**config.mk**
```make
export PLATFORM = sky130hd
export DESIGN_NAME = bus_decoder
export DESIGN_NICKNAME = d
export VERILOG_FILES = /design/src/soc_bus_pkg.sv /design/src/bus_decoder.sv
export SDC_FILE = /design/constraint.sdc
export NUM_CORES = 1
export LEC_CHECK = 0
export BUFFER_PORTS_ARGS = -buffer_cell sky130_fd_sc_hd__buf_2
export CAP_MARGIN = 20
export CORE_AREA = 3 3 66 68
export DETAILED_ROUTE_END_ITERATION = 8
export DIE_AREA = 0 0 69 71
export PLACE_DENSITY = 0.68
export SYNTH_ARGS = -nofsm -noshare
export SYNTH_HDL_FRONTEND = slang
export SYNTH_SLANG_ARGS = --single-unit
```
**constraint.sdc**
```tcl
create_clock -name clk -period 1.4 [get_ports clk]
set_input_delay 0.28 -clock clk [delete_from_list [all_inputs] [get_ports clk]]
set_output_delay 0.28 -clock clk [all_outputs]
set_load 0.01 [all_outputs]
```
**src/soc_bus_pkg.sv**
```systemverilog
//////////////////////////////////////////////////////////////////////
// Strobe bus shared by the master and the memory map decode
// Word addressed bus with byte masks, no busy or wait states
//////////////////////////////////////////////////////////////////////

package soc_bus_pkg;

   // Bus widths
   localparam int WORD_W   = 32;
   localparam int MASK_W   = WORD_W / 8;   // One bit per byte lane
   localparam int REGION_W = 4;            // Top address nibble

   // RAM geometry
   localparam int RAM_WORDS = 1024;
   localparam int RAM_AW    = $clog2(RAM_WORDS);

   typedef logic [WORD_W-1:0] word_t;
   typedef logic [MASK_W-1:0] wmask_t;

   // Request from the external master
   typedef struct packed {
      word_t  addr;    // Byte address, word aligned
      word_t  wdata;
      wmask_t wmask;   // Nonzero mask means write this cycle
      logic   rstrb;   // One cycle read request
   } bus_req_t;

   // Memory map, selected by addr[31:28]
   typedef enum logic [REGION_W-1:0] {
      REGION_RAM = 4'h0,   // 0x0000_0000
      REGION_IO  = 4'h4    // 0x4000_0000
   } region_e;

endpackage

```
**src/bus_decoder.sv**
```systemverilog
//////////////////////////////////////////////////////////////////////
// Region decode and read return, data one cycle after the strobe
// Master must hold the address through the data cycle
//////////////////////////////////////////////////////////////////////

`timescale 1ns/1ps

module bus_decoder
   import soc_bus_pkg::*;
(
   input  logic     clk,
   input  bus_req_t bus_req,
   input  word_t    ram_rdata,   // Registered RAM word
   input  word_t    io_rdata,    // Buffered IO word
   output wmask_t   ram_wmask,
   output logic     io_wstrb,
   output logic     io_rstrb,
   output word_t    rdata
);

   region_e region;      // Region of the current request
   region_e rd_region;   // Region of the last read strobe
   logic    wr_any;

   assign region = region_e'(bus_req.addr[WORD_W-1 -: REGION_W]);
   assign wr_any = |bus_req.wmask;

   // Write mask only reaches RAM inside its region
   assign ram_wmask = (region == REGION_RAM) ? bus_req.wmask : '0;

   // IO strobes
   assign io_wstrb = wr_any && (region == REGION_IO);
   assign io_rstrb = bus_req.rstrb && (region == REGION_IO);

   // The address is held into the data cycle, so the region
   // captured at the strobe is still the one being addressed
   always_ff @(posedge clk)
   begin
      if (bus_req.rstrb)
      begin
         rd_region <= region;
      end
   end

   // Return path, unmapped regions read as zero
   always_comb
   begin
      case (rd_region)
         REGION_RAM: rdata = ram_rdata;
         REGION_IO:  rdata = io_rdata;
         default:    rdata = '0;
      endcase
   end

endmodule

```
== Word level (Yosys, flattened, before mapping) ==
Cells that the tools add are included.

* Register bits after elaboration: 4

* Reductions and logical operators: 5
* Eq/ne operators: 2
* Mux-type cells: 2

{| class="wikitable"
|+ Operators with widths
! cell !! number
|-
| $pmux 32 s2 || 1
|-
| $eq 4x3->1 const B || 2
|-
| $logic_not 4->1 || 2
|-
| $mux 4 || 1
|-
| $reduce_or 4->1 || 1
|-
| $logic_and 1x1->1 || 2
|}

== Longest topological paths before layout ==
* Depth after elaboration: 2
* Gate-level depth with buffers: 4

== Worst setup path before layout ==
OpenSTA, ideal clock, no wires.

* Path kind: register to output
* Start point: register rd_region[3]
* End point: output rdata[0]
* Setup slack: -0.022 ns
* Data arrival time: 1.142 ns
* Cell stages (with the launch flop): 5
* Cell sequence: edfxtp_1 or3_1 buf_6 buf_6 nor2_1

* Cells in the longest elaborated chain, start to end: 2

{| class="wikitable"
|+ Ends and longest elaborated chain
! element !! RTL line !! text
|-
| from (decl) || bus_decoder.sv:22 || <nowiki>region_e rd_region;</nowiki>
|-
| from (signal assigned) || bus_decoder.sv:41 || <nowiki>rd_region <= region;</nowiki>
|-
| $eq 4x3->1 or $logic_not 4->1 (tied branches) || bus_decoder.sv:48 || <nowiki>case (rd_region)</nowiki>
|-
| $pmux 32 s2 (*) || bus_decoder.sv:48 ||
|-
| to (decl) || bus_decoder.sv:18 || <nowiki>output word_t rdata</nowiki>
|}

Every way passes the cells marked *; elsewhere a longest branch is shown, timed or not.

== Final worst setup path ==
* Start point: register rd_region[0]
* End point: output rdata[17]

The elaborated chain is that of the path after synthesis.

==> metrics.cfg <==
[outcome]
status = finished with violations
violations = negative setup slack

[power]
total_power_mw = 0.746
cellPowerDensity_mw_per_mm2 = 524
ir_drop_mv = 0.311
cellLeakagePower_nw = 0.881

[die]
dieArea_mm2 = 0.00490
core-area_mm2 = 0.00391
die_y_um = 71
start_util = 0.176
die_w_um = 69
ios = 172
rows = 23

[setup_path]
crit_path_end_kind = primary output
slowest_delay_ns = 0.42
cp.arrival_ns = 1.40
crit_fanout = 11
cp_cell_sequence = or3_4 > buf_6 > nor2_1 > buf_2
worstPathRequired_ns = 1.12
cp_slowest_cell = or3_4
criticalPathCategory = flop to primary output
crit_start = rd_region[0]$_DFFE_PP_
worst_setup_path_start_kind = flop

[placed_design]
dp_hpwl_um = 2150
place_congestion = 0.737
place.port_buffers = 111

[timing]
final_max_slew_viol_count = 0
max-slew-margin-rel = 0.871
layout_setup_ws_ns = -0.280
max_freq_mhz = 595
hold_violations = 0
setup_viol = 33
worstMarginPinSlew_ns = 0.192
holdWs_ns = 0.292
min_period_over_period = 1.20
rsz0062_at_grt = true
fin_crit_ns = 1.68

[clock_tree]
cts_tree = yes
numCtsBuffers = 3
cts_hold_buffers = 0
path_clk_slew_ns = 0.03
clock_sinks = 4
clock_tree.buffer_depth = 2
cts_max_level = 1
clockRootBuffer = clkbuf_8

[logic_synthesis]
ys_seq_elements = 4
syn_area_um2 = 688
synth_cells = 86
seq_area_frac_synth = 0.175
synth_cell_types = 11
ys_warn_count = 0
synth_fp_nets = 220
postSynthAreaPerCell_um2 = 8.00

[drt]
wirelength_um = 2600
drc_errors = 0
drt_iter0_drc = 14
wl_per_cell_um = 10.4
antenna_left = 0
first_pass_iters = 3
vias_per_cell = 4.21
vias = 1052

[run]
maxCapViolCount = 0

[cells_and_area]
most-common-layout-cells = buf_2, mux2i_1, nor2_1
largest_reg_flops = 4
antenna_cells = 0
num-fill-cells = 424
reg_top3 = rd_region (4)
area_delta_synth_final_pct = 107
nNetsFinal = 336
drive_gt1_frac = 0.650
layout_commonest_cell = buf_2
regMostFlops = rd_region

[global_route]
gr-total-overflow = 0
grt_pass1_wl_um = 4270
grt_max_degree = 22
antenna_found_initial = 0
grt_use_total = 0.102
grt_pass1_vias = 1014

[hold_path]
hold_class = primary input to flop
hp-start = bus_req[68]

-- cell usage after synthesis --
cell,number,share of area
or4_1,1,0.011
nor2_1,32,0.17
buf_6,4,0.065
edfxtp_1,4,0.17
or3_1,1,0.0091
buf_2,4,0.029
and3_1,2,0.018
nor4_1,1,0.0091
nor3_1,1,0.0073
and2_1,4,0.036
mux2i_1,32,0.47
-- metal layers --
metal	share of wire	up-vias	GRT usage
met1	0.38	453	0.118
met4	0	0	0.0195
met5	0	-	0
met3	0.15	0	0.0369
li1	-	526	-
met2	0.47	73	0.180
-- final cells by class --
| type | count | area [um^2] | share of cell area |
|---|---|---|---|
| Timing Repair Buffer | 119 | 669 | 0.471 |
| Sequential cell | 4 | 120 | 0.0844 |
| Multi-Input combinational cell | 74 | 529 | 0.372 |
| Clock buffer | 3 | 41.3 | 0.0290 |
| Tap cell | 50 | 62.6 | 0.0440 |
-- worst max-delay path, delay by kind of cell (launching register included) --
kind | cells | cell delay [ns]
DFF | 1 | 0.35
and+or+nand+nor | 2 | 0.53
buffers and inverters | 2 | 0.30
-- final timing paths --
check	cells after the start	to	slack, ns
setup / recovery	4	rdata[17]	-0.28
hold / removal	1	rd_region[3]$_DFFE_PP_	0.29
-- cells by family (layout without fill, tap and decap cells) --
kind of cell           count (synthesis)  in the layout  synth area share
buffers and inverters                  8            122            0.0945
and+or+nand+nor                       42             42             0.265
DFF                                    4              4             0.175
muxes                                 32             32             0.465
-- through the flow --
stage / utilization / cell area [um^2] / setup TNS [ns] / instances / worst slack (ns)
after CTS: 0.356 / 1400 / -8.66 / 250 / -0.287
after detailed placement: 0.339 / 1330 / -2.37 / 247 / -0.0951
final: 0.363 / 1420 / -8.17 / 250 / -0.280
after global routing: 0.363 / 1420 / -10.33 / 250 / -0.344
after floorplan: - / 688 / -0.665 / 86 / -0.0222
after global placement: 0.339 / 1330 / -1.82 / 247 / -0.0823
-- report_power, final --
| part | total (mW) | switching, mW | internal [mW] |
|---|---|---|---|
| logic | 0.360 | 0.156 | 0.204 |
| registers | 0.149 | 0.00546 | 0.144 |
| clock network | 0.237 | 0.0541 | 0.183 |
| total | 0.746 | 0.216 | 0.530 |
-- timing repair --
action                                  CTS  global route
endpoints found under the setup margin   33            34
pin swaps                                 2             1
setup buffers                             0             0
gates resized for setup                   7             7
No activity file was read; power rests on OpenSTA's default activity.
