$ cat src/soc_bus_pkg.sv
//////////////////////////////////////////////////////////////////////
// Strobe bus shared by the master and the memory map decode
// Word addressed bus with byte masks, no busy or wait states
//////////////////////////////////////////////////////////////////////

package soc_bus_pkg;

   // Bus widths
   localparam int WORD_W   = 32;
   localparam int MASK_W   = WORD_W / 8;   // One bit per byte lane
   localparam int REGION_W = 4;            // Top address nibble

   // RAM geometry
   localparam int RAM_WORDS = 1024;
   localparam int RAM_AW    = $clog2(RAM_WORDS);

   typedef logic [WORD_W-1:0] word_t;
   typedef logic [MASK_W-1:0] wmask_t;

   // Request from the external master
   typedef struct packed {
      word_t  addr;    // Byte address, word aligned
      word_t  wdata;
      wmask_t wmask;   // Nonzero mask means write this cycle
      logic   rstrb;   // One cycle read request
   } bus_req_t;

   // Memory map, selected by addr[31:28]
   typedef enum logic [REGION_W-1:0] {
      REGION_RAM = 4'h0,   // 0x0000_0000
      REGION_IO  = 4'h4    // 0x4000_0000
   } region_e;

endpackage

$ cat src/soc_io_pkg.sv
//////////////////////////////////////////////////////////////////////
// IO map with one-hot register select bits in the address
// Only one select bit should be set per access, reads OR them
//////////////////////////////////////////////////////////////////////

package soc_io_pkg;

   import soc_bus_pkg::*;

   // Write operation from addr[3:2]
   typedef enum logic [1:0] {
      IO_WRITE  = 2'd0,   // +0x0
      IO_CLEAR  = 2'd1,   // +0x4
      IO_SET    = 2'd2,   // +0x8
      IO_TOGGLE = 2'd3    // +0xC
   } io_op_e;

   // One-hot select bits, address bit numbers
   localparam int SEL_GPIO      = 4;    // Byte lanes: dir, out, in
   localparam int SEL_SCRATCH   = 5;    // Byte writable
   localparam int SEL_LEDS      = 8;    // Direct LED bits
   localparam int SEL_SDM_RED   = 9;
   localparam int SEL_SDM_GREEN = 10;
   localparam int SEL_SDM_BLUE  = 11;
   localparam int SEL_TICKS     = 18;   // Timer counter
   localparam int SEL_RELOAD    = 19;   // Timer reload value

   // Peripheral widths
   localparam int GPIO_W = 8;
   localparam int SDM_W  = 16;

   // Red sits in bit 0, as in the LED register
   typedef struct packed {
      logic blue;
      logic green;
      logic red;
   } rgb_t;

   // Brightness per channel
   typedef struct packed {
      logic [SDM_W-1:0] blue;
      logic [SDM_W-1:0] green;
      logic [SDM_W-1:0] red;
   } sdm_level_t;

   // Timer register writes, always plain data
   typedef struct packed {
      logic  ticks_we;
      logic  reload_we;
      word_t value;
   } timer_wr_t;

endpackage

$ cat src/sdm_led.sv
//////////////////////////////////////////////////////////////////////
// First order sigma-delta brightness per colour
// Level B gives B high cycles in every 65536, direct bit forces high
//////////////////////////////////////////////////////////////////////

`timescale 1ns/1ps

module sdm_led
   import soc_io_pkg::*;
(
   input  logic       clk,
   input  logic       reset_button,
   input  sdm_level_t sdm_level,
   input  rgb_t       leds,   // Direct on bits
   output rgb_t       rgb
);

   localparam int CH = 3;

   logic [SDM_W-1:0] level [CH];
   logic [SDM_W-1:0] phase [CH];   // Phase accumulators
   logic [CH-1:0]    carry;        // Registered carry, the modulated bit

   // Channel order matches rgb_t, red first
   assign level[0] = sdm_level.red;
   assign level[1] = sdm_level.green;
   assign level[2] = sdm_level.blue;

   always_ff @(posedge clk)
   begin
      if (reset_button)
      begin
         carry <= '0;
         for (int i = 0; i < CH; i++) phase[i] <= '0;
      end
      else
      begin
         for (int i = 0; i < CH; i++)
         begin
            {carry[i], phase[i]} <= phase[i] + level[i];   // 17 bit sum
         end
      end
   end

   assign rgb.red   = carry[0] | leds.red;
   assign rgb.green = carry[1] | leds.green;
   assign rgb.blue  = carry[2] | leds.blue;

endmodule

$ cat config.mk
export PLATFORM = sky130hd
export DESIGN_NAME = sdm_led
export DESIGN_NICKNAME = d
export VERILOG_FILES = /design/src/soc_bus_pkg.sv /design/src/soc_io_pkg.sv /design/src/sdm_led.sv
export SDC_FILE = /design/constraint.sdc
export NUM_CORES = 1
export LEC_CHECK = 0
export ABC_AREA = 1
export BUFFER_PORTS_ARGS = -buffer_cell sky130_fd_sc_hd__buf_4
export CAP_MARGIN = 20
export CORE_MARGIN = 1.5
export CORE_UTILIZATION = 50
export CTS_CLUSTER_SIZE = 20
export DETAILED_ROUTE_END_ITERATION = 16
export HOLD_SLACK_MARGIN = 0.15
export PLACE_DENSITY = 0.74
export SETUP_SLACK_MARGIN = 0.02
export SYNTH_ARGS = -nofsm -noshare
export SYNTH_HDL_FRONTEND = slang
export SYNTH_SLANG_ARGS = --single-unit
$ cat constraint.sdc
create_clock -name clk -period 1.6 [get_ports clk]
set_input_delay 0.32 -clock clk [delete_from_list [all_inputs] [get_ports clk]]
set_output_delay 0.32 -clock clk [all_outputs]
set_load 0.005 [all_outputs]
# Word level (Yosys, flattened, before mapping)
# Cells that the tools add are included.
# classes
n_addsub	3
n_mul	0
n_div	0
magnitude_cmp	0
n_eq_ne	0
shifts	0
n_mux	0
bitwise_logic	3
reduce_logical	0
# ops
operator	n
$add A16 B16 Y17	3
$or A1 B1 Y1	3
# word_totals
ff_bits	51
latch_bits	0
ramBits	0
rom_bits	0
in_bits	53
output_inout_bits	3
memories	0

# Longest topological paths before layout
# depth
depth_word	1
ltp_mapped	11
mapped_depth_nobuf	11

# Least setup slack after synthesis
# No wires, ideal clock.
# synth_timing
path_type	input-to-reg
startpoint	in sdm_level[16] in the netlist's numbering
endpoint	reg carry[1]
setup_time_ns	0.128
t_arrival_ns	1.442
path_slack_ns	0.030
stages	8
path_buffers	0
path_cell_list	ha_1 > fa_1 > nand3_1 > nand3_1 > nand3_1 > nand3_2 > a21oi_1 > nor2_1
# synth_between
elab_chain_len	1
# synth_rtl
element	line	source
from (decl)	sdm_led.sv:13	input sdm_level_t sdm_level,
$add A16 B16 Y17	sdm_led.sv:40	{carry[i], phase[i]} <= phase[i] + level[i];
to (signal, indexed assignment)	sdm_led.sv:40	
to (decl)	sdm_led.sv:22	logic [CH-1:0] carry;
# Every way passes these cells.
# A chain may end at the register's enable or synchronous reset.

# Worst setup path in the final report
# layout_timing
startpoint	reg phase[0] in the netlist's numbering
endpoint	reg phase[10] in the netlist's numbering
# layout_between
elab_chain_len	1
# layout_rtl
element	line	source
from (decl)	sdm_led.sv:21	logic [SDM_W-1:0] phase [CH];
from (signal, indexed assignment)	sdm_led.sv:40	
$add A16 B16 Y17	sdm_led.sv:40	
# Every way passes these cells.

==> impl_metrics.env <==
export IMPL_seq_power_share_pct=27.0
export IMPL_layout_min_cycle_time_ns=1.61
export IMPL_syn_area_sq_um=4100
export IMPL_ys_seq_area_share_pct=24.9
export IMPL_min_delay_path_depth=3
export IMPL_avgSynthCellArea_sq_um=6.06
export IMPL_max_freq_ghz=0.620
export IMPL_grt_total_usage_pct=22.6
export IMPL_nFillCells=686
export IMPL_antenna_found_initial=0
export IMPL_ant_nets=0
export IMPL_die_height_um=93.6
export IMPL_mostFrequentLayoutCells="nand2_1, inv_1, buf_4"
export IMPL_cts_root_buf="clkbuf_8"
export IMPL_postCtsHoldBufs=0
export IMPL_vias=4265
export IMPL_power_switching_mw=3.06
export IMPL_ir_drop_uv=667
export IMPL_pwr_share_clk_pct=12.5
export IMPL_drcViolationCount=0
export IMPL_drive_gt1_share_pct=24.5
export IMPL_outcome="finished, violations left"
export IMPL_hold_viol_final=0
export IMPL_worstSetupPathType="flop to flop"
export IMPL_fp_coreArea_sq_um=7850
export IMPL_tightest_slew_ns=0.348
export IMPL_grt_pass1_vias=3937
export IMPL_hpwl_mm=7.51
export IMPL_cp_start_kind="flop"
export IMPL_clock_sinks=51
export IMPL_rr_worst_depth=11
export IMPL_place_ws_ns=-0.233
export IMPL_rows=32
export IMPL_cts_clk_slew_worst_paths_ns=0.10
export IMPL_end_kind="flop"
export IMPL_dr_first_iter_drc_count=212
export IMPL_dieArea_sq_um=8760
export IMPL_grt_remaining_overflow=0
export IMPL_fin_skew_ns=0.0105
export IMPL_syn_inst=677
export IMPL_critPathMaxFanout=4
export IMPL_mostFrequentLayoutCell="nand2_1"
export IMPL_reg2reg_slack_ns=-0.01
export IMPL_wl_mm=10.3
export IMPL_fp_dieW_um=93.6
export IMPL_r2r_start="phase[0]"
export IMPL_grt_max_degree=28
export IMPL_wire_per_inst_um=12.0
export IMPL_timing_rr_end="phase[10]"
export IMPL_synth_seq_cells=51
export IMPL_cts_buffers=5
export IMPL_clk_path_buf_depth=2
export IMPL_stdcell_count=858
export IMPL_crit_end="phase[10]"
export IMPL_maxCapViolations=0
export IMPL_worstPathArrival_ns=1.87
export IMPL_cts_tree="done"
export IMPL_diodes=0
export IMPL_cellLeakagePower_nw=2.96
export IMPL_io_buffers=55
export IMPL_synth_warnings=0
export IMPL_slew_headroom_pct=76.8
export IMPL_comb_power_share_pct=60.5
export IMPL_fin_crit_sh_pct=101
export IMPL_setup_ws_ns=-0.0125
export IMPL_slew_viol_final=0
export IMPL_violations="negative setup slack"
export IMPL_synth_fp_nets=781
export IMPL_insertion_delay_ns=0.31
export IMPL_timing_hold_ws_ns=0.339
export IMPL_initial_core_util_pct=52.3
export IMPL_rsz0062_at_grt="true"
export IMPL_setup_viol=2
export IMPL_grt_pass1_wl_mm=16.2
export IMPL_final_nets=859
export IMPL_h_tree_depth=2
export IMPL_pin_count=56
export IMPL_drtPass1Iterations=5
export IMPL_swShare_pct=44.8
export IMPL_dp_cells=847
export IMPL_yosysUniqueCellTypes=23
export IMPL_critPathLaunch="phase[0]"
export IMPL_hold_path_class="primary input to flop"
export IMPL_internal_power_mw=3.78
export IMPL_area_delta_synth_final_pct=31.2
export IMPL_vias_per_cell=4.97
export IMPL_gp_congestion=0.917
export IMPL_required_ns=1.85
export IMPL_p_per_area_nw_per_um2=1270
-- cell type report --
cell class	count	area (sq um)	area share, %
inverters	126	473	8.79
repair buffers	76	591	11.0
multi-input cells	495	3070	57.0
clock buffers	8	100	1.86
well taps	102	128	2.37
flip-flops and latches	51	1020	19.0
-- metal layers --
layer  part of all wire, %  track usage, %  wire (um)
met5                     0               0          0
met4                   1.4            5.85        141
met3                   3.5            3.66        362
met2                    49            39.1       5010
met1                    46            29.1       4760
-- cells in the mapped netlist --
library cell	n	area, sq um
a21oi_1	50	250
a31oi_1	1	6.26
and2_1	3	18.8
buf_4	2	15.0
buf_6	1	11.3
clkbuf_1	2	7.51
dfxtp_1	51	1020
fa_1	3	60.1
ha_1	48	601
inv_1	126	473
nand2_1	236	886
nand2_2	4	25.0
nand3_1	34	170
nand3_2	6	60.1
nand3b_1	3	22.5
nor2_1	73	274
nor2_2	3	18.8
nor3_1	4	20.0
nor3_2	3	30.0
nor3b_1	2	15.0
o21ai_0	16	80.1
or2_0	3	18.8
or2_2	3	18.8
-- state kept, by name, summed over array words and instances (netlist names) --
signal  flops
phase      48
carry       3
-- worst min path at each step --
stage                   from        end  slack, ns
2_1_floorplan   reset_button  phase[20]       0.40
3_3_place_gp       phase[16]  phase[16]       0.53
3_5_place_dp       phase[16]  phase[16]       0.54
4_1_cts        sdm_level[32]   phase[0]       0.34
5_1_grt        sdm_level[21]  phase[21]       0.33
6_report       sdm_level[21]  phase[21]       0.34
-- power by group through the flow --
| stage | registers (mW) | clock network, mW | logic (mW) |
|---|---|---|---|
| floorplan | 1.76 | 0 | 2.65 |
| global placement | 1.81 | 0 | 3.43 |
| detailed placement | 1.83 | 0 | 3.53 |
| CTS | 1.80 | 0.869 | 3.57 |
| global route | 1.88 | 0.933 | 4.72 |
| finish | 1.85 | 0.855 | 4.14 |
-- cells by family (layout without fill, tap and decap cells) --
kind of cell,Yosys count,count (layout),share of synthesized area (%)
compound gates,67,67,8.20
fa+ha+maj,51,51,16.1
buf+inv,131,210,12.4
simple gates,377,377,38.5
flops,51,51,24.9
-- worst max-delay path: stages (launching register included) --
cell and delay [ns]:
dfxtp_2 0.34, ha_4 0.16, fa_2 0.43, nand2_2 0.09, nand3_2 0.07, nand3_2 0.08
nand2_4 0.07, nand2_2 0.07, nand2_2 0.06, nand2_1 0.06, nand2_1 0.06, nor2_1 0.08
-- repair_timing --
action | in CTS | in global routing
gates resized for setup | 7 | 90
endpoints found under the setup margin | 18 | 30
setup buffers | 0 | 3
pin swaps | 0 | 20
gates cloned | 0 | 0
-- through the flow --
step / total power [mW] / instance area, sq um / TNS (ns) / utilization (%)
finish: 6.84 / 5380 / -0.0160 / 68.6
global route: 7.53 / 5380 / -1.03 / 68.6
CTS: 6.24 / 4880 / 0 / 62.2
detailed placement: 5.36 / 4760 / -3.60 / 60.6
global placement: 5.24 / 4760 / -2.65 / 60.6
floorplan: 4.41 / 4100 / 0 / -
(Power assumes the default switching activity.)
