## src/soc_bus_pkg.sv

```systemverilog
//////////////////////////////////////////////////////////////////////
// Strobe bus shared by the master and the memory map decode
// Word addressed bus with byte masks, no busy or wait states
//////////////////////////////////////////////////////////////////////

package soc_bus_pkg;

   // Bus widths
   localparam int WORD_W   = 32;
   localparam int MASK_W   = WORD_W / 8;   // One bit per byte lane
   localparam int REGION_W = 4;            // Top address nibble

   // RAM geometry
   localparam int RAM_WORDS = 1024;
   localparam int RAM_AW    = $clog2(RAM_WORDS);

   typedef logic [WORD_W-1:0] word_t;
   typedef logic [MASK_W-1:0] wmask_t;

   // Request from the external master
   typedef struct packed {
      word_t  addr;    // Byte address, word aligned
      word_t  wdata;
      wmask_t wmask;   // Nonzero mask means write this cycle
      logic   rstrb;   // One cycle read request
   } bus_req_t;

   // Memory map, selected by addr[31:28]
   typedef enum logic [REGION_W-1:0] {
      REGION_RAM = 4'h0,   // 0x0000_0000
      REGION_IO  = 4'h4    // 0x4000_0000
   } region_e;

endpackage

```

## src/soc_io_pkg.sv

```systemverilog
//////////////////////////////////////////////////////////////////////
// IO map with one-hot register select bits in the address
// Only one select bit should be set per access, reads OR them
//////////////////////////////////////////////////////////////////////

package soc_io_pkg;

   import soc_bus_pkg::*;

   // Write operation from addr[3:2]
   typedef enum logic [1:0] {
      IO_WRITE  = 2'd0,   // +0x0
      IO_CLEAR  = 2'd1,   // +0x4
      IO_SET    = 2'd2,   // +0x8
      IO_TOGGLE = 2'd3    // +0xC
   } io_op_e;

   // One-hot select bits, address bit numbers
   localparam int SEL_GPIO      = 4;    // Byte lanes: dir, out, in
   localparam int SEL_SCRATCH   = 5;    // Byte writable
   localparam int SEL_LEDS      = 8;    // Direct LED bits
   localparam int SEL_SDM_RED   = 9;
   localparam int SEL_SDM_GREEN = 10;
   localparam int SEL_SDM_BLUE  = 11;
   localparam int SEL_TICKS     = 18;   // Timer counter
   localparam int SEL_RELOAD    = 19;   // Timer reload value

   // Peripheral widths
   localparam int GPIO_W = 8;
   localparam int SDM_W  = 16;

   // Red sits in bit 0, as in the LED register
   typedef struct packed {
      logic blue;
      logic green;
      logic red;
   } rgb_t;

   // Brightness per channel
   typedef struct packed {
      logic [SDM_W-1:0] blue;
      logic [SDM_W-1:0] green;
      logic [SDM_W-1:0] red;
   } sdm_level_t;

   // Timer register writes, always plain data
   typedef struct packed {
      logic  ticks_we;
      logic  reload_we;
      word_t value;
   } timer_wr_t;

endpackage

```

## src/io_regfile.sv

```systemverilog
//////////////////////////////////////////////////////////////////////
// IO registers with one-hot select and clear/set/toggle writes
// Read data is buffered at the strobe, LEDs and brightness word only
//////////////////////////////////////////////////////////////////////

`timescale 1ns/1ps

module io_regfile
   import soc_bus_pkg::*;
   import soc_io_pkg::*;
(
   input  logic              clk,
   input  logic              reset_button,
   input  bus_req_t          bus_req,
   input  logic              io_wstrb,
   input  logic              io_rstrb,
   input  logic [GPIO_W-1:0] gpio_in,
   input  word_t             ticks,       // Timer readback
   input  word_t             reload,
   output word_t             io_rdata,    // Valid in the cycle after the strobe
   output logic [GPIO_W-1:0] gpio_out,
   output logic [GPIO_W-1:0] gpio_dir,    // 1 drives the pin
   output rgb_t              leds,
   output sdm_level_t        sdm_level,
   output timer_wr_t         timer_wr
);

   localparam int GPIO_PAD = WORD_W - 3*GPIO_W;
   localparam int SDM_PAD  = WORD_W - SDM_W;
   localparam int LED_PAD  = WORD_W - $bits(rgb_t);

   word_t  rd_word;    // Combinational read word
   word_t  mod_word;   // Value after the write operation
   word_t  scratch;
   io_op_e op;
   logic   [WORD_W-1:0] sel;

   assign sel = bus_req.addr;
   assign op  = io_op_e'(bus_req.addr[3:2]);

   // OR of every selected register
   always_comb
   begin
      rd_word = '0;
      if (sel[SEL_GPIO])      rd_word |= {{GPIO_PAD{1'b0}}, gpio_dir, gpio_out, gpio_in};
      if (sel[SEL_SCRATCH])   rd_word |= scratch;
      if (sel[SEL_LEDS])      rd_word |= {{LED_PAD{1'b0}}, leds};
      if (sel[SEL_SDM_RED])   rd_word |= {{SDM_PAD{1'b0}}, sdm_level.red};
      if (sel[SEL_SDM_GREEN]) rd_word |= {{SDM_PAD{1'b0}}, sdm_level.green};
      if (sel[SEL_SDM_BLUE])  rd_word |= {{SDM_PAD{1'b0}}, sdm_level.blue};
      if (sel[SEL_TICKS])     rd_word |= ticks;
      if (sel[SEL_RELOAD])    rd_word |= reload;
   end

   // Atomic bit operations on the current value
   always_comb
   begin
      case (op)
         IO_CLEAR:  mod_word = rd_word & ~bus_req.wdata;
         IO_SET:    mod_word = rd_word | bus_req.wdata;
         IO_TOGGLE: mod_word = rd_word ^ bus_req.wdata;
         default:   mod_word = bus_req.wdata;   // Plain write
      endcase
   end

   always_ff @(posedge clk)
   begin
      if (reset_button)
      begin
         gpio_out  <= '0;
         gpio_dir  <= '0;
         scratch   <= '0;
         leds      <= '0;
         sdm_level <= '0;
      end
      else
      begin
         // Byte lanes, GPIO input in lane 0 is read only
         if (io_wstrb && sel[SEL_GPIO] && bus_req.wmask[1]) gpio_out <= mod_word[15:8];
         if (io_wstrb && sel[SEL_GPIO] && bus_req.wmask[2]) gpio_dir <= mod_word[23:16];
         for (int b = 0; b < MASK_W; b++)
         begin
            if (io_wstrb && sel[SEL_SCRATCH] && bus_req.wmask[b])
            begin
               scratch[8*b +: 8] <= mod_word[8*b +: 8];
            end
         end

         // Word wide registers
         if (io_wstrb && sel[SEL_LEDS])      leds            <= rgb_t'(mod_word[2:0]);
         if (io_wstrb && sel[SEL_SDM_RED])   sdm_level.red   <= mod_word[SDM_W-1:0];
         if (io_wstrb && sel[SEL_SDM_GREEN]) sdm_level.green <= mod_word[SDM_W-1:0];
         if (io_wstrb && sel[SEL_SDM_BLUE])  sdm_level.blue  <= mod_word[SDM_W-1:0];
      end
   end

   // Timer takes plain data, counter keeps running otherwise
   assign timer_wr.ticks_we  = io_wstrb && sel[SEL_TICKS];
   assign timer_wr.reload_we = io_wstrb && sel[SEL_RELOAD];
   assign timer_wr.value     = bus_req.wdata;

   // Capture the strobe cycle values
   always_ff @(posedge clk)
   begin
      if (io_rstrb)
      begin
         io_rdata <= rd_word;
      end
   end

endmodule

```

## config.mk

```make
export PLATFORM = sky130hd
export DESIGN_NAME = io_regfile
export DESIGN_NICKNAME = d
export VERILOG_FILES = /design/src/soc_bus_pkg.sv /design/src/soc_io_pkg.sv /design/src/io_regfile.sv
export SDC_FILE = /design/constraint.sdc
export NUM_CORES = 1
export LEC_CHECK = 0
export ABC_CLOCK_PERIOD_IN_PS = 4900
export BUFFER_PORTS_ARGS = -buffer_cell sky130_fd_sc_hd__buf_2
export CORE_UTILIZATION = 55
export CTS_BUF_LIST = sky130_fd_sc_hd__clkbuf_16
export CTS_CLUSTER_DIAMETER = 30
export DETAILED_ROUTE_END_ITERATION = 8
export PLACE_DENSITY = 0.87
export SKIP_LAST_GASP = 1
export SYNTH_ARGS = -nofsm -noshare
export SYNTH_HDL_FRONTEND = slang
export SYNTH_SLANG_ARGS = --single-unit
```

## constraint.sdc

```tcl
create_clock -name clk -period 4.9 [get_ports clk]
set_input_delay 0.49 -clock clk [delete_from_list [all_inputs] [get_ports clk]]
set_output_delay 0.49 -clock clk [all_outputs]
set_load 0.02 [all_outputs]
```

=== Word-level counts from Yosys, hierarchy flattened ===
Index checks and enable logic that the tools add are counted.

* Bits in registers: 131
* Bits of input ports: 145
* Output and inout bits: 133
* Logic and storage cells: 50

* Equality and inequality tests: 3
* Multiplexer cells: 9
* Bitwise logic cells: 11
* Reduce and logical (&&, ||, !) cells: 14

{| class="wikitable"
|+ Operator list
! kind !! number
|-
| two-way mux 32 bit || 7
|-
| OR 32 x 16 -> 32 bit || 3
|-
| OR 32 bit || 3
|-
| case mux 32 bit (3 select lines) || 1
|-
| AND 32 bit || 1
|-
| inverter 32 bit || 1
|-
| OR 24 x 32 -> 32 bit || 1
|-
| OR 32 x 3 -> 32 bit || 1
|-
| bitwise XOR 32 bit || 1
|-
| two-way mux 24 bit || 1
|-
| logical AND 1 bit || 14
|-
| equality test 2 bit (second input constant) || 2
|-
| equality test 2 x 1 -> 1 bit (second input constant) || 1
|}

=== Depth between registers and ports, before layout ===
* Depth after elaboration: 17
* Gate-level depth with buffers: 9

=== Worst setup path after synthesis ===
No wires, ideal clock.

* Path kind: in2reg
* Start point: input port bus_req[41] (netlist bit)
* End point: register scratch[3]
* Library setup time: 0.117 ns
* Arrival time: 2.264 ns
* Setup slack: 2.519 ns
* Stages: 8
* Path buffers: 2
* Cells stage by stage: buf_4 clkbuf_1 a222oi_1 and3_1 inv_1 ha_1 mux4_1 a22o_1

* Cells in the longest elaborated chain, start to end: 17

{| class="wikitable"
|+ RTL lines
! what !! line !! source
|-
| start, declared || io_regfile.sv:14 || <nowiki>input bus_req_t bus_req,</nowiki>
|-
| two-way mux 24 bit (*) || io_regfile.sv:45 || <nowiki>if (sel[SEL_GPIO]) rd_word |= {{GPIO_PAD{1'b0}}, gpio_dir, gpio_out, gpio_in};</nowiki>
|-
| OR 24 x 32 -> 32 bit || io_regfile.sv:46 || <nowiki>if (sel[SEL_SCRATCH]) rd_word |= scratch;</nowiki>
|-
| two-way mux 32 bit (*) || io_regfile.sv:46 ||
|-
| OR 32 x 3 -> 32 bit || io_regfile.sv:47 || <nowiki>if (sel[SEL_LEDS]) rd_word |= {{LED_PAD{1'b0}}, leds};</nowiki>
|-
| two-way mux 32 bit (*) || io_regfile.sv:47 ||
|-
| OR 32 x 16 -> 32 bit || io_regfile.sv:48 || <nowiki>if (sel[SEL_SDM_RED]) rd_word |= {{SDM_PAD{1'b0}}, sdm_level.red};</nowiki>
|-
| two-way mux 32 bit (*) || io_regfile.sv:48 ||
|-
| OR 32 x 16 -> 32 bit || io_regfile.sv:49 || <nowiki>if (sel[SEL_SDM_GREEN]) rd_word |= {{SDM_PAD{1'b0}}, sdm_level.green};</nowiki>
|-
| [... 2 more ...] || - ||
|-
| two-way mux 32 bit (*) || io_regfile.sv:50 || <nowiki>if (sel[SEL_SDM_BLUE]) rd_word |= {{SDM_PAD{1'b0}}, sdm_level.blue};</nowiki>
|-
| OR 32 bit || io_regfile.sv:51 || <nowiki>if (sel[SEL_TICKS]) rd_word |= ticks;</nowiki>
|-
| two-way mux 32 bit (*) || io_regfile.sv:51 ||
|-
| OR 32 bit || io_regfile.sv:52 || <nowiki>if (sel[SEL_RELOAD]) rd_word |= reload;</nowiki>
|-
| two-way mux 32 bit (*) || io_regfile.sv:52 ||
|-
| net rd_word[3] || io_regfile.sv:32 || <nowiki>word_t rd_word;</nowiki>
|-
| bitwise XOR 32 bit (tied with other cells) || io_regfile.sv:61 || <nowiki>IO_TOGGLE: mod_word = rd_word ^ bus_req.wdata;</nowiki>
|-
| case mux 32 bit (3 select lines) (*) || io_regfile.sv:58 || <nowiki>case (op)</nowiki>
|-
| end signal, assigned by index || io_regfile.sv:85 || <nowiki>scratch[8*b +: 8] <= mod_word[8*b +: 8];</nowiki>
|-
| end, declared || io_regfile.sv:34 || <nowiki>word_t scratch;</nowiki>
|}

Mark *: on every way through the listed nets, which the timed path passes. The rest lies on a longest branch.
A chain may end at the register's enable or synchronous reset.

=== Final worst setup path ===
* Start point: input port bus_req[42] (netlist bit)
* End point: register sdm_level[17] (netlist bit)

* Cells in the longest elaborated chain, start to end: 15

{| class="wikitable"
|+ RTL lines
! what !! line !! source
|-
| two-way mux 32 bit (*) || io_regfile.sv:46 ||
|-
| OR 32 x 3 -> 32 bit || io_regfile.sv:47 ||
|-
| two-way mux 32 bit (*) || io_regfile.sv:47 ||
|-
| OR 32 x 16 -> 32 bit || io_regfile.sv:48 ||
|-
| two-way mux 32 bit (*) || io_regfile.sv:48 ||
|-
| OR 32 x 16 -> 32 bit || io_regfile.sv:49 ||
|-
| two-way mux 32 bit (*) || io_regfile.sv:49 ||
|-
| OR 32 x 16 -> 32 bit || io_regfile.sv:50 ||
|-
| two-way mux 32 bit (*) || io_regfile.sv:50 ||
|-
| OR 32 bit || io_regfile.sv:51 ||
|-
| two-way mux 32 bit (*) || io_regfile.sv:51 ||
|-
| OR 32 bit || io_regfile.sv:52 ||
|-
| two-way mux 32 bit (*) || io_regfile.sv:52 ||
|-
| bitwise XOR 32 bit (tied with other cells) || io_regfile.sv:61 ||
|-
| case mux 32 bit (3 select lines) (*) || io_regfile.sv:58 ||
|-
| end, declared || io_regfile.sv:24 || <nowiki>output sdm_level_t sdm_level,</nowiki>
|}

Mark *: on every way between the ends. The rest lies on a longest branch, timed or not.

==> qor.txt <==
outcome: finished, final reports clean
net count after synthesis: 938
setup TNS: 0 ns
Die Y: 122 um
Total Routing Usage GR: 29.6%
Syn Inst Count: 729
Hold Buf Count CTS: 0
DR pass1 iterations: 5
Layout Skew: 0.00588 ns
pwr dens: 330 nW/um^2
Leak: 4.49 nW
global-route wire length before repair: 32.8 mm
post-route minimum period: 2.48 ns
grt ovf: 0
clock root buffer: clkbuf_16
Final ANT Viol Nets: 0
Routed WL: 21.6 mm
worst hold path class: input pin to flop
clock buffer depth: 2
FILL cells: 1121
Setup Buffers After CTS: 0
Ys Warns: 0
maximum fanout along the worst path: 36
Initial Utilization: 56.4%
max-cap viol count: 0
WP data required: 5.21 ns
RSZ-0062 raised after global routing: no
Iter 0 DRT Violations: 714
sequential area share after synthesis: 37.4%
Crit path arrival time: 2.78 ns
leading cell types in the layout, fill and taps excluded: buf_2 (254), inv_1 (135), dfxtp_1 (99)
CTS buffer count: 17
Worst Tran Pin Value: 0.975 ns
fmax: 404 MHz
Final Util: 67.1%
initial antenna violation count: 0
Yosys cell types: 30
placed cell count: 1082
total clock sinks: 131
total power: 3.08 mW
CTS tree: yes
Ports: 278
Slew HR: 35.0%
r2r setup slk: 2.75 ns
Final setup viols: 0
Clock Latency Late Sink: 0.41 ns
period utilisation layout: 50.5%
commonest non-fill, non-tap cell in the layout: buf_2
Yosys reg bits: 131
pin count of the biggest net entering global routing: 64
die width: 122 um
DP Wirelength: 14.7 mm
Crit Path Category: input pin to flop
share of cells above drive strength 1: 35.9%
Worst-path clk slew: 0.06 ns
Avg Vias per Cell: 5.96
CP startpoint kind: input pin
wire per inst: 19.4 um
Slew Limit Fails: 0
Final Hold Viols: 0
Net count, final: 1130
Die ar.: 14800 sq um
I/O Buffers: 254
Cell Count, Final, Fillers Out: 1114
Core Box Area: 13900 sq um
vias in the first global route: 6280
Synth-to-Final Area Change: 18.9%
# DRC: 0
routability congestion estimate: 0.846
Vias: 6640
Post-Syn Area: 7860 sq um
syn_area_per_cell: 10.8 sq um
num rows: 43
VDD IR max: 0.228 mV
CP endpoint kind: flop
Post-CTS Resized: 0
number of diodes: 0
htree depth: 4
## stage by stage
step	hold WS (ns)	instance area, sq um	setup slack [ns]
finish	0.420	9350	2.42
global route	0.439	9350	2.37
CTS	0.397	9350	2.47
detailed placement	0.469	8790	2.06
global placement	0.466	8790	2.08
floorplan	0.452	7860	2.52
## cell type report
cell class              instances  area (sq um)  area share, %
clock buffers                  17           425           4.55
clock inverters                15           133           1.42
inverters                     134           503           5.38
multi-input cells             380          3830           40.9
flip-flops and latches        131          2940           31.5
well taps                     180           225           2.41
repair buffers                257          1290           13.8
## critical path, stage by stage
cell     delay [ns]
buf_2          0.70
a22oi_1        0.24
and4_1         0.28
ha_1           0.30
mux4_1         0.54
a22o_1         0.22
## registers in the layout, indices dropped and copies added, names as in the netlist
signal / count
sdm_level: 48
leds: 3
scratch: 32
gpio_dir: 8
gpio_out: 8
io_rdata: 32
## routing by layer
metal	global-route usage (%)	part of all wire, %	wire length, um
met1	37.8	41	8930
met2	49.3	49	10500
met3	6.13	8.1	1750
met4	11.4	2.0	425
met5	0	0	0
## where the power goes
group | internal (mW) | total (mW) | switching [mW]
Sequential | 1.19 | 1.23 | 0.0430
Combinational | 0.271 | 0.656 | 0.385
Clock | 0.702 | 1.20 | 0.498
Total | 2.16 | 3.08 | 0.926
## kinds of logic after synthesis
family                   count (synthesis)  synth area share, %
flip-flops                             131                 37.4
AND/OR/NAND/NOR                         96                 8.79
buffers and inverters                  218                 14.0
AO/OA/AOI/OAI                          177                 16.9
adder cells (fa/ha/maj)                 64                 10.2
multiplexers                            43                 12.7
## synthesized netlist by cell type (all sizes together)
cell type / n / area share [%]
a21oi: 3 / 0.19
a222oi: 21 / 2.7
a22o: 53 / 5.9
a22oi: 54 / 5.2
and2: 13 / 1.0
and3: 13 / 1.0
and4: 3 / 0.33
buf: 53 / 5.6
clkbuf: 31 / 2.0
dfxtp: 99 / 25
edfxtp: 32 / 12
ha: 64 / 10
inv: 134 / 6.4
mux4: 43 / 13
nand2: 1 / 0.048
nand3: 6 / 0.86
nand3b: 46 / 4.4
nor2: 1 / 0.048
nor2b: 6 / 0.48
o21ai: 46 / 2.9
or2: 7 / 0.56
## path summary, 6_finish.rpt
path | from | end | depth (start not counted)
max | bus_req[42] | sdm_level[17] | 6
min | reload[29] | io_rdata[29] | 3
max reg2reg | sdm_level[12] | sdm_level[12] | 5
min reg2reg | scratch[15] | scratch[15] | 2
Note: power is estimated with default switching activity, not from simulation.
