===== src/soc_bus_pkg.sv =====
//////////////////////////////////////////////////////////////////////
// Strobe bus shared by the master and the memory map decode
// Word addressed bus with byte masks, no busy or wait states
//////////////////////////////////////////////////////////////////////

package soc_bus_pkg;

   // Bus widths
   localparam int WORD_W   = 32;
   localparam int MASK_W   = WORD_W / 8;   // One bit per byte lane
   localparam int REGION_W = 4;            // Top address nibble

   // RAM geometry
   localparam int RAM_WORDS = 1024;
   localparam int RAM_AW    = $clog2(RAM_WORDS);

   typedef logic [WORD_W-1:0] word_t;
   typedef logic [MASK_W-1:0] wmask_t;

   // Request from the external master
   typedef struct packed {
      word_t  addr;    // Byte address, word aligned
      word_t  wdata;
      wmask_t wmask;   // Nonzero mask means write this cycle
      logic   rstrb;   // One cycle read request
   } bus_req_t;

   // Memory map, selected by addr[31:28]
   typedef enum logic [REGION_W-1:0] {
      REGION_RAM = 4'h0,   // 0x0000_0000
      REGION_IO  = 4'h4    // 0x4000_0000
   } region_e;

endpackage


===== src/soc_io_pkg.sv =====
//////////////////////////////////////////////////////////////////////
// IO map with one-hot register select bits in the address
// Only one select bit should be set per access, reads OR them
//////////////////////////////////////////////////////////////////////

package soc_io_pkg;

   import soc_bus_pkg::*;

   // Write operation from addr[3:2]
   typedef enum logic [1:0] {
      IO_WRITE  = 2'd0,   // +0x0
      IO_CLEAR  = 2'd1,   // +0x4
      IO_SET    = 2'd2,   // +0x8
      IO_TOGGLE = 2'd3    // +0xC
   } io_op_e;

   // One-hot select bits, address bit numbers
   localparam int SEL_GPIO      = 4;    // Byte lanes: dir, out, in
   localparam int SEL_SCRATCH   = 5;    // Byte writable
   localparam int SEL_LEDS      = 8;    // Direct LED bits
   localparam int SEL_SDM_RED   = 9;
   localparam int SEL_SDM_GREEN = 10;
   localparam int SEL_SDM_BLUE  = 11;
   localparam int SEL_TICKS     = 18;   // Timer counter
   localparam int SEL_RELOAD    = 19;   // Timer reload value

   // Peripheral widths
   localparam int GPIO_W = 8;
   localparam int SDM_W  = 16;

   // Red sits in bit 0, as in the LED register
   typedef struct packed {
      logic blue;
      logic green;
      logic red;
   } rgb_t;

   // Brightness per channel
   typedef struct packed {
      logic [SDM_W-1:0] blue;
      logic [SDM_W-1:0] green;
      logic [SDM_W-1:0] red;
   } sdm_level_t;

   // Timer register writes, always plain data
   typedef struct packed {
      logic  ticks_we;
      logic  reload_we;
      word_t value;
   } timer_wr_t;

endpackage


===== src/interval_timer.sv =====
//////////////////////////////////////////////////////////////////////
// Free running tick counter, reloads after all ones
// irq is a single cycle pulse one edge after the overflow value
//////////////////////////////////////////////////////////////////////

`timescale 1ns/1ps

module interval_timer
   import soc_bus_pkg::*;
   import soc_io_pkg::*;
(
   input  logic      clk,
   input  logic      reset_button,
   input  timer_wr_t timer_wr,
   output word_t     ticks,
   output word_t     reload,
   output logic      irq
);

   logic [WORD_W:0] ticks_inc;   // Carry out marks overflow
   word_t           ticks_next;

   assign ticks_inc  = {1'b0, ticks} + 1'b1;
   assign ticks_next = ticks_inc[WORD_W] ? reload : ticks_inc[WORD_W-1:0];

   always_ff @(posedge clk)
   begin
      if (reset_button)
      begin
         ticks  <= '0;
         reload <= '0;
         irq    <= 1'b0;
      end
      else
      begin
         if (timer_wr.ticks_we) ticks <= timer_wr.value;   // Bus write wins
         else                   ticks <= ticks_next;
         if (timer_wr.reload_we)
         begin
            reload <= timer_wr.value;
         end
         irq <= ticks_inc[WORD_W];   // High only for the wrap edge
      end
   end

endmodule


===== config.mk =====
export PLATFORM = sky130hd
export DESIGN_NAME = interval_timer
export DESIGN_NICKNAME = d
export VERILOG_FILES = /design/src/soc_bus_pkg.sv /design/src/soc_io_pkg.sv /design/src/interval_timer.sv
export SDC_FILE = /design/constraint.sdc
export NUM_CORES = 1
export LEC_CHECK = 0
export ABC_AREA = 0
export BUFFER_PORTS_ARGS = -buffer_cell sky130_fd_sc_hd__buf_4
export CORE_MARGIN = 2
export CORE_UTILIZATION = 46
export DETAILED_ROUTE_END_ITERATION = 7
export PLACE_DENSITY = 0.76
export SLEW_MARGIN = 0
export SYNTH_ARGS = -nofsm -noshare
export SYNTH_HDL_FRONTEND = slang
export SYNTH_SLANG_ARGS = --single-unit

===== constraint.sdc =====
create_clock -name clk -period 2.1 [get_ports clk]
set_input_delay 0.42 -clock clk [delete_from_list [all_inputs] [get_ports clk]]
set_output_delay 0.42 -clock clk [all_outputs]
set_load 0.005 [all_outputs]

# ---- Yosys cells after proc, flatten, opt, wreduce, memory -nomap -nowiden
# Cells that the tools add are included.
dict set report totals {
  n_memories 0
  register_bits 65
  mem_bits_ro 0
  output_inout_bits 65
  ram_bits 0
  latch_bits 0
  wordCells 6
}
dict set report classes {
  n_reduce_logical 0
  n_div 0
  n_mul 0
  addsub 1
  n_eq_ne 0
  bitwise_logic 0
  shift 0
  n_lt_le_gt_ge 0
  muxes 2
}
# op n
set ops {}
lappend ops {{$mux 32} 2}
lappend ops {{$add 32x1->33 const B} 1}

# ---- Logic depth before layout (Yosys ltp)
# Gate-level depths: netlist of run 1.
dict set report depth {
  depth_word 3
  mapped_depth 8
}

# ---- Worst setup path after synthesis of run 1
# No wires, ideal clock.
dict set report synth_path {
  kind {register -> register}
  start {register ticks[0]}
  end {register ticks[11]}
  setup_time_ps 122
  required_ps 1978
  n_path_buf 1
  synth_period_minus_slack_ps 2162
  path_slack_ps -62
  stages_incl_launch_ff 8
  t_arrival_ps 2041
  path_cell_list {dfxtp_1 -> ha_1 -> nand3_1 -> or3_1 -> buf_6 -> nor4_4 -> nor3_1 -> a221o_1}
}
dict set report synth_via {
  elab_chain_cells 3
}
# item line
set synth_lines {}
lappend synth_lines {{from (decl)} interval_timer.sv:15} ;# output word_t ticks,
lappend synth_lines {{from (signal assigned)} interval_timer.sv:36} ;# if (timer_wr.ticks_we) ticks <= timer_wr.value;
lappend synth_lines {{from (signal assigned)} interval_timer.sv:37} ;# else ticks <= ticks_next;
lappend synth_lines {{$add 32x1->33} interval_timer.sv:23} ;# assign ticks_inc = {1'b0, ticks} + 1'b1;
lappend synth_lines {{$mux 32} interval_timer.sv:24} ;# assign ticks_next = ticks_inc[WORD_W] ? reload : ticks_inc[WORD_W-1:0];
lappend synth_lines {{$mux 32} interval_timer.sv:36}
# Every way passes these cells.
# A chain may end at the register's enable or synchronous reset.

# ---- Final worst setup path of run 1
dict set report layout_path {
  start {register ticks[0]}
  end {register ticks[24]}
}
# The elaborated chain is that of the path after synthesis.

==> summary.txt, run 1 <==
Placement
  – Dpl ws: -0.0340 ns
  – Buffers on Ports: 100
  – RD Place Congestion: between 0.8 and 0.9
  – Placed cell areas: between 4000 and 5000 um^2
  – DPL Wire Length: between 6000 and 7000 um
  – Placed insts: 540

Worst setup path
  – Worst r2r src: ticks[0]$_SDFF_PP0_
  – Worst r2r dst: ticks[24]$_SDFF_PP0_
  – Worst-case reg-to-reg path depth: 8
  – Crit Path Class: flop to flop
  – Startpoint Class: flop
  – CP required: 2.32 ns
  – R2R setup slack: approximately 0.043 ns
  – Worst EP arrival: 2.28 ns
  – Kind of end point of the critical path: flop
  – Worst-path fanout max: 6

Timing
  – Fmax: 486 MHz
  – Worst slew pin tran: between 0.5 and 0.6 ns
  – Final slew viol count: 0
  – Clock Skew: 0.00887 ns
  – Endpoints failing setup: 0
  – Slew headroom: between 60 and 70%
  – Final min period: 2.06 ns
  – PnR worst setup slack: roughly 0.043 ns
  – Final TNS setup: 0 ns
  – Fin crit share: 97.9%
  – Final Hold Vio Count: 0
  – RSZ-0062 raised after global routing: true
  – Fin Hold WS: ~0.28 ns

Final layout
  – Area Overhead vs Synth: 41.7%
  – Share of cells above drive strength 1: about a third
  – Post-layout util: 68.2%
  – Post-Layout Cell Count: 560
  – Multi-input gate area in the final layout: about 1700 um^2
  – FF/Latch Area: 1300 um^2
  – Antenna diode count: 0
  – Fill cells: around 530
  – Final instance area: 4380 um^2
  – Post-layout net count: about 520

Route
  – Starting DRT DRC Count: approximately 170
  – # DRC: 0
  – First drt pass iteration count: 5
  – Routed length per instance: ~17 um
  – Final WL: ~9300 um
  – Vias: 3221
  – Post-route ant nets: 0
  – Vias per cell: approximately 5.8

Global route
  – Vias in the first global route: 2930
  – GR Util met1: between 30 and 40%
  – Overflow after GRT: 0
  – Layer with the highest usage: met2
  – Gr usage total: ~25%
  – Initial antenna violation count: 0
  – Met3 GRT Util: under 10%
  – Met2 GRT Util: between 30% and 40%
  – First-pass GRT wire length: roughly 15000 um
  – Largest net degree at the start of global routing: 36

Worst hold path
  – Hold Path Sink: ticks[5]$_SDFF_PP0_
  – Hold_sp: timer_wr[5]
  – Hold path cells: 3
  – Worst hold path type: input port to flop

Clock network
  – TritonCTS clock tree: done
  – Worst-Skew Late Latency: 0.35 ns
  – Cts hold-fix bufs: 0
  – H-tree level count: 3
  – CTS Buf Count: 9
  – Clk sinks: between 60 and 70
  – CTS clk-pin slew, worst paths: ~0.07 ns
  – Deepest clock path buffer count: 2
  – CTS Root Buffer Type: clkbuf_8

Yosys
  – Mapped cell area: 3090 um^2
  – Post-synth top area cell: dfxtp_1
  – Syn Inst Count: roughly 350
  – Yosys top cell area share: 42.1%
  – Synth Register Bits: 65
  – Yosys warns: 0
  – Synth cell types: 44
  – Primary FF master, synth: dfxtp_1
  – Synth area leaders: dfxtp_1 (42%), mux2i_1 (11%), nor2_1 (6.3%)
  – Async set or reset register ratio after synthesis: 0%
  – Avg Cell Area, Syn: around 8.9 um^2
  – Post-synthesis sequential area ratio: 42.1%
  – Top cells by count, synth: dfxtp_1 (65), nor2_1 (52), mux2i_1 (33)
  – Syn nets: around 390
  – Count leader, synth: dfxtp_1
  – Post-synth EDFFs: 0

Power
  – Pwr/cell area: around 680 nW/um^2
  – Overall power: ~3 mW
  – Worst vdd ir: a little under 400 uV
  – Static leakage: just under 2 nW

Die
  – Core area: 6420 um^2
  – Total I/O pin count: 101
  – Die area: approximately 7400 um^2
  – Initial Util: between 40% and 50%
  – Cell Rows: 29
  – Die Y: ~86 um
  – Die Width: approximately 86 um

Job
  – Max cap viols: 0

Run status
  – Outcome: completed
-- sequential cells by signal (all words and copies together) (netlist names) --
name    count
ticks      32
irq         1
reload     32
-- worst max-delay path, cell delays in order, from the launching register on --
cell	delay, ns
dfxtp_1	0.34
ha_1	0.18
nand3_1	0.10
buf_4	0.16
nor3_1	0.16
buf_4	0.16
nand3_1	0.22
a2111oi_1	0.51
a311oi_1	0.09
-- where the power goes --
| part | total, mW | switching (mW) | internal, mW |
|---|---|---|---|
| clock | 1.17 | 0.474 | 0.693 |
| sequential | 1.38 | 0.0696 | 1.31 |
| combinational | 0.446 | 0.201 | 0.244 |
| total | 2.99 | 0.745 | 2.25 |
-- layout make-up --
type	count	area share, %
inverter	7	0.599
tap	77	2.20
multi-input combinational	256	38.7
timing repair buffer	140	24.1
clock inverter	3	1.48
sequential	65	29.7
clock buffer	12	3.31
-- placed cells by master (no fill, tap or decap), drive strengths merged, types with 2 or more instances in the layout --
cell     instances
a2111oi          7
a211oi           5
a21boi           2
a21oi            3
a221o            2
a311oi           4
a32oi            9
and3             4
and4             3
buf            140
bufinv           2
clkbuf          12
clkinv           2
dfxtp           65
inv              6
mux2i           33
nand2           21
nand3           22
nand4           13
nor2            52
nor3            17
nor4             4
o211ai           2
o21ai           13
o31ai            2
or2              2
or3              2
xnor2           11
xor2            12
-- worst max-delay path by stage --
stage	start	to	slack, ns
after floorplan	ticks[0]$_SDFF_PP0_	ticks[28]$_SDFF_PP0_	0.05
after global placement	ticks[1]$_SDFF_PP0_	ticks[13]$_SDFF_PP0_	0.08
after detailed placement	ticks[0]$_SDFF_PP0_	ticks[28]$_SDFF_PP0_	-0.03
after CTS	ticks[0]$_SDFF_PP0_	ticks[30]$_SDFF_PP0_	0.03
after global routing	ticks[0]$_SDFF_PP0_	ticks[31]$_SDFF_PP0_	-0.06
final	ticks[0]$_SDFF_PP0_	ticks[24]$_SDFF_PP0_	0.04
-- cells by family after synthesis --
family | count (synthesis) | synth area share, %
AND/OR/NAND/NOR | 143 | 22.7
AO/OA/AOI/OAI | 56 | 13.9
flip-flops | 65 | 42.1
multiplexers | 33 | 10.7
adder cells (fa/ha/maj) | 1 | 0.404
XOR/XNOR | 23 | 6.51
buffers and inverters | 27 | 3.76
-- per-layer routing --
metal  up-vias  part of all wire (%)
li1       1532                     -
met1      1509                    44
met2       164                    46
met3        16                   8.7
met4         0                   1.9
met5         -                     0
-- what timing repair did --
item                       4_1_cts  5_1_grt
setup buffers                    0        5
setup endpoints to repair        1       17
resized for setup                2        7
pin swaps                        0        1
(Power assumes the default switching activity.)
==> run 2: changes to the inputs <==
- ABC_AREA: 0 -> 1
- CORE_UTILIZATION: 46 -> 47
==> run 2 against run 1 <==
Hold slack gained 0.032 ns. Flip-flop and latch count is the same. Critical path depth grew 3. Clock power grew 5%. Wire length grew 11%. Synthesized cell count grew 61%. Clock-buffer cell count grew 1. Utilization shrank 3.8 points. Worst setup slack gained 0.15 ns. Critical endpoint is now ticks[0]$_SDFF_PP0_. Non-clock buffer count shrank 24. Clock skew shrank 0.0048 ns. Highest routed layer unchanged. Register-to-register slack gained 0.15 ns.
==> summary.txt, run 2 <==
Worst hold path
  – Hold path cells: 3
  – Worst hold path type: input port to flop

Route
  – Post-route ant nets: 0
  – Routed length per instance: between 10 and 15 um
  – DR WL met3: ~710 um
  – Final WL: slightly above 10000 um
  – First drt pass iteration count: 5
  – Vias: about 4000
  – Vias per cell: between 5 and 6
  – Routed wl met2: roughly 5000 um
  – # DRC: 0
  – Highest routed metal layer: met4
  – Metal-1 WL: about 4400 um
  – Starting DRT DRC Count: 202

Yosys
  – Count leader, synth: nand2_1
  – Synth cell types: 26
  – Syn Inst Count: ~560
  – Yosys warns: 0
  – Post-synth EDFFs: 0
  – Mapped cell area: about 3500 um^2
  – Syn nets: 596
  – Post-synthesis sequential area ratio: around 37%
  – Primary FF master, synth: dfxtp_1
  – Yosys top cell area share: a little under two fifths
  – Async set or reset register ratio after synthesis: 0%
  – Top cells by count, synth: nand2_1 (153), nor2_1 (117), dfxtp_1 (65)
  – Avg Cell Area, Syn: ~6.3 um^2
  – Synth Register Bits: 65
  – Synth area leaders: dfxtp_1 (37%), nand2_1 (16%), nor2_1 (12%)
  – Post-synth top area cell: dfxtp_1

Clock network
  – TritonCTS clock tree: done
  – CTS clk-pin slew, worst paths: approximately 0.07 ns
  – Deepest clock path buffer count: 2
  – CTS Root Buffer Type: clkbuf_8
  – H-tree level count: 3
  – Worst-Skew Late Latency: about 0.34 ns
  – Clk sinks: 65
  – CTS Buf Count: 9

Worst setup path
  – CP required: ~2.4 ns
  – Worst r2r src: ticks[0]$_SDFF_PP0_
  – Worst Setup EP: ticks[0]$_SDFF_PP0_
  – Crit Path Class: flop to flop
  – Worst-path fanout max: 21
  – Worst-case reg-to-reg path depth: 11
  – Startpoint Class: flop
  – Worst Setup SP: ticks[0]$_SDFF_PP0_
  – Worst EP arrival: approximately 2.2 ns
  – R2R setup slack: ~0.19 ns
  – Worst r2r dst: ticks[0]$_SDFF_PP0_
  – Kind of end point of the critical path: flop

Final layout
  – Area Overhead vs Synth: 32.1%
  – Post-layout util: roughly 64%
  – Post-Layout Cell Count: 768
  – Final instance area: ~4700 um^2
  – Top Registers: reload: 32 flops, ticks: 32 flops, irq: 1 flops
  – Share of cells above drive strength 1: between 20% and 30%
  – Post-layout net count: around 700
  – Most frequent cells in the layout: nand2_1 (153), nor2_1 (117), buf_4 (115), dfxtp_1 (65), inv_1 (52)
  – Antenna diode count: 0
  – Most common cell after layout, fill and taps aside: nand2_1

Global route
  – Gr usage total: between 20% and 30%
  – Initial antenna violation count: 0
  – First-pass GRT wire length: 17200 um
  – Overflow after GRT: 0
  – Vias in the first global route: approximately 3700
  – Largest net degree at the start of global routing: 52

Die
  – Die Y: a little over 90 um
  – Core area: 7250 um^2
  – Die Width: a little over 90 um
  – Die area: between 8000 and 9000 um^2
  – Cell Rows: 31
  – Total I/O pin count: 101
  – Initial Util: between 40% and 50%

Timing
  – Fmax: ~520 MHz
  – Final TNS setup: 0 ns
  – RSZ-0062 raised after global routing: false
  – Slew headroom: between 60% and 70%
  – Endpoints failing setup: 0
  – PnR worst setup slack: 0.191 ns
  – Fin Hold WS: around 0.31 ns
  – Fin crit share: just over 90%
  – Final min period: 1.91 ns
  – Final slew viol count: 0
  – Worst slew pin tran: 0.532 ns
  – Final Hold Vio Count: 0
  – Clock Skew: 0.00406 ns

Placement
  – RD Place Congestion: 0.971
  – Placed cell areas: approximately 4400 um^2
  – Placed insts: roughly 750
  – Buffers on Ports: 100
  – DPL Wire Length: 7730 um
  – Dpl ws: around 0.15 ns

Power
  – Static leakage: 2.25 nW
  – Worst vdd ir: approximately 340 uV
  – Overall power: roughly 3.1 mW
  – Pwr/cell area: 662 nW/um^2

Job
  – Max cap viols: 0

Run status
  – Outcome: completed
-- run 2: critical path, stage by stage, from the launching register on --
cell and delay [ns]:
dfxtp_1 0.38, ha_1 0.21, nand2_1 0.10, nor2_4 0.18, nand2_4 0.11, nor2_8 0.22, nand2_4 0.13, inv_4 0.21
nand2_1 0.10, o211ai_1 0.10, nand2_1 0.08, inv_1 0.05
-- run 2: layer usage --
metal / GRT usage (%) / up-vias
li1: - / 1962
met1: 31.7 / 1774
met2: 44.2 / 136
met3: 6.18 / 20
met4: 8.85 / 0
met5: 0 / -
-- run 2: where the power goes --
group	switching (mW)	internal, mW
Sequential	0.0764	1.32
Combinational	0.232	0.245
Clock	0.466	0.760
Total	0.774	2.32
-- run 2: how the worst min path moves through the flow --
stage / start / endpoint
final: timer_wr[5] / reload[5]$_SDFFE_PP0P_
after global routing: timer_wr[6] / reload[6]$_SDFFE_PP0P_
after CTS: timer_wr[3] / reload[3]$_SDFFE_PP0P_
after detailed placement: reload[25]$_SDFFE_PP0P_ / reload[25]$_SDFFE_PP0P_
after global placement: reload[31]$_SDFFE_PP0P_ / reload[31]$_SDFFE_PP0P_
after floorplan: reload[31]$_SDFFE_PP0P_ / reload[31]$_SDFFE_PP0P_
-- run 2: logic make-up (layout without fill, tap and decap cells) --
| family | Yosys count | count (layout) | share of synthesized area, % |
|---|---|---|---|
| AO/OA/AOI/OAI | 65 | 65 | 9.72 |
| XOR/XNOR | 16 | 16 | 3.96 |
| adder cells (fa/ha/maj) | 1 | 1 | 0.354 |
| buffers and inverters | 77 | 187 | 8.84 |
| flip-flops | 65 | 65 | 36.8 |
| AND/OR/NAND/NOR | 335 | 335 | 40.3 |
-- run 2: what timing repair did --
| action | 4_1_cts | 5_1_grt |
|---|---|---|
| setup endpoints to repair | 0 | 5 |
| resized for setup | 0 | 1 |
| setup buffers | 0 | 0 |
| hold endpoints to repair | 0 | 0 |
| hold buffers | 0 | 0 |
-- run 2: cell type report --
cell class | instances | area [um^2]
inverters | 56 | 213
flip-flops and latches | 65 | 1300
clock inverters | 2 | 60.1
multi-input cells | 417 | 1920
repair buffers | 116 | 883
fillers | 696 | 2580
well taps | 99 | 124
clock buffers | 13 | 169
==> run 3: changes to the inputs <==
- CELL_PAD_IN_SITES_DETAIL_PLACEMENT: not set -> 0
- CELL_PAD_IN_SITES_GLOBAL_PLACEMENT: not set -> 1
- CORE_UTILIZATION: 47 -> 32
==> run 3 against run 2 <==
Register-to-register slack barely moved. Flip-flop and latch count did not move. Critical path type unchanged. First-iteration DRC count decreased by 46%. Largest power group unchanged. Global-route usage is 6.4 points lower. Utilization down 21 points. Clock-buffer cell count down 1. Cell count is 6.0% higher.
==> summary.txt, run 3 (synthesis gave the netlist of run 2 again) <==
Placement
  – RD Place Congestion: roughly 0.87
  – Buffers on Ports: 100
  – Placed insts: roughly 800
  – DPL Wire Length: approximately 8400 um

Route
  – Vias per cell: between 4 and 5
  – Post-route ant nets: 0
  – Routed length per instance: approximately 14 um
  – Final WL: between 10000 and 15000 um
  – # DRC: 0
  – Starting DRT DRC Count: ~110
  – Vias: about 3700
  – First drt pass iteration count: 4

Worst hold path
  – Worst hold path type: input port to flop
  – Hold_sp: timer_wr[2]
  – Hold Path Sink: reload[2]$_SDFFE_PP0P_
  – Hold path cells: 3

Final layout
  – Post-layout net count: 707
  – Antenna diode count: 0
  – Share of cells above drive strength 1: between 20% and 30%
  – Post-Layout Cell Count: roughly 810
  – Most frequent cells in the layout: nand2_1 (153), buf_4 (119), nor2_1 (117), dfxtp_1 (65), inv_1 (52)
  – Area Overhead vs Synth: 34.0%
  – Top Registers: reload: 32 flops, ticks: 32 flops, irq: 1 flops
  – Most common cell after layout, fill and taps aside: nand2_1

Global route
  – Vias in the first global route: roughly 3600
  – Largest net degree at the start of global routing: 52
  – Gr usage total: a little under 20%
  – Overflow after GRT: 0
  – Initial antenna violation count: 0
  – First-pass GRT wire length: ~18000 um

Timing
  – Final slew viol count: 0
  – Final Hold Vio Count: 0
  – Worst slew pin tran: between 0.6 and 0.7 ns
  – Final TNS setup: 0 ns
  – Fmax: 526 MHz
  – Clock Skew: about 0.007 ns
  – Final min period: between 1.5 and 2 ns
  – Endpoints failing setup: 0
  – RSZ-0062 raised after global routing: false
  – Fin crit share: between 90% and 100%
  – Slew headroom: roughly three fifths

Worst setup path
  – Worst-path fanout max: 21
  – Worst Setup SP: ticks[0]$_SDFF_PP0_
  – Startpoint Class: flop
  – Kind of end point of the critical path: flop
  – Crit Path Class: flop to flop
  – Worst-case reg-to-reg path depth: 11
  – Worst EP arrival: 2.20 ns
  – R2R setup slack: a little under 0.2 ns
  – Worst r2r src: ticks[0]$_SDFF_PP0_
  – Worst r2r dst: ticks[0]$_SDFF_PP0_
  – CP required: around 2.4 ns

Die
  – Die Y: roughly 110 um
  – Die Width: about 110 um
  – Initial Util: between 30% and 40%
  – Core area: ~11000 um^2
  – Total I/O pin count: between 100 and 150
  – Cell Rows: 38
  – Die area: 11900 um^2

Power
  – Pwr/cell area: around 630 nW/um^2
  – Static leakage: roughly 2.3 nW
  – Worst vdd ir: between 200 and 250 uV

Clock network
  – CTS clk-pin slew, worst paths: about 0.07 ns
  – CTS Buf Count: 9
  – Worst-Skew Late Latency: 0.35 ns
  – Post-CTS resize count: 0
  – H-tree level count: 3
  – Cts hold-fix bufs: 0
  – CTS Root Buffer Type: clkbuf_8
  – TritonCTS clock tree: done
  – Postcts setup bufs: 0
  – Deepest clock path buffer count: 2
  – Clk sinks: 65

Job
  – Max cap viols: 0

Run status
  – Outcome: completed
## run 3: critical path, cell delays in order (launching register included)
cell      delay (ns)
dfxtp_1         0.38
ha_1            0.20
nand2_1         0.09
nor2_4          0.18
nand2_4         0.11
nor2_8          0.21
nand2_4         0.11
clkinv_2        0.25
nand2_1         0.08
o211ai_1        0.09
nand2_1         0.07
inv_1           0.06
## run 3: area by class of cell
class	instances	area [um^2]
clock buffer	12	155
fill	1163	6050
sequential	65	1300
inverter	56	211
clock inverter	3	40.0
tap	140	175
timing repair buffer	121	933
multi-input combinational	417	1920
## run 3: how the worst max path moves through the flow
stage / cells past startpoint / to
global route: 11 / ticks[0]$_SDFF_PP0_
detailed placement: 11 / ticks[0]$_SDFF_PP0_
CTS: 11 / ticks[0]$_SDFF_PP0_
finish: 11 / ticks[0]$_SDFF_PP0_
global placement: 11 / ticks[3]$_SDFF_PP0_
floorplan: 11 / ticks[0]$_SDFF_PP0_
## run 3: through the flow
step	power, mW	hold slack (ns)	utilization, %	instance area (um^2)	worst slack [ns]
6_report	2.98	0.293	43.9	4740	0.198
5_1_grt	3.13	0.290	43.9	4740	0.0150
4_1_cts	3.02	0.278	43.9	4740	0.169
3_5_place_dp	1.92	0.478	42.1	4550	0.190
3_3_place_gp	1.91	0.475	42.1	4550	0.263
2_1_floorplan	1.62	0.460	-	3540	0.478
## run 3: power by group
group | leakage, nW | switching [mW] | internal, mW
Clock | 0.102 | 0.500 | 0.603
Combinational | 1.63 | 0.239 | 0.252
Sequential | 0.540 | 0.0736 | 1.32
Total | 2.27 | 0.812 | 2.17
## run 3: routing by layer
layer	routed length (um)	up-vias	GRT usage, %
met5	0	-	0
met4	78	0	6.14
met3	478	8	4.36
met2	5180	68	31.9
met1	5290	1663	25.4
li1	-	1974	-
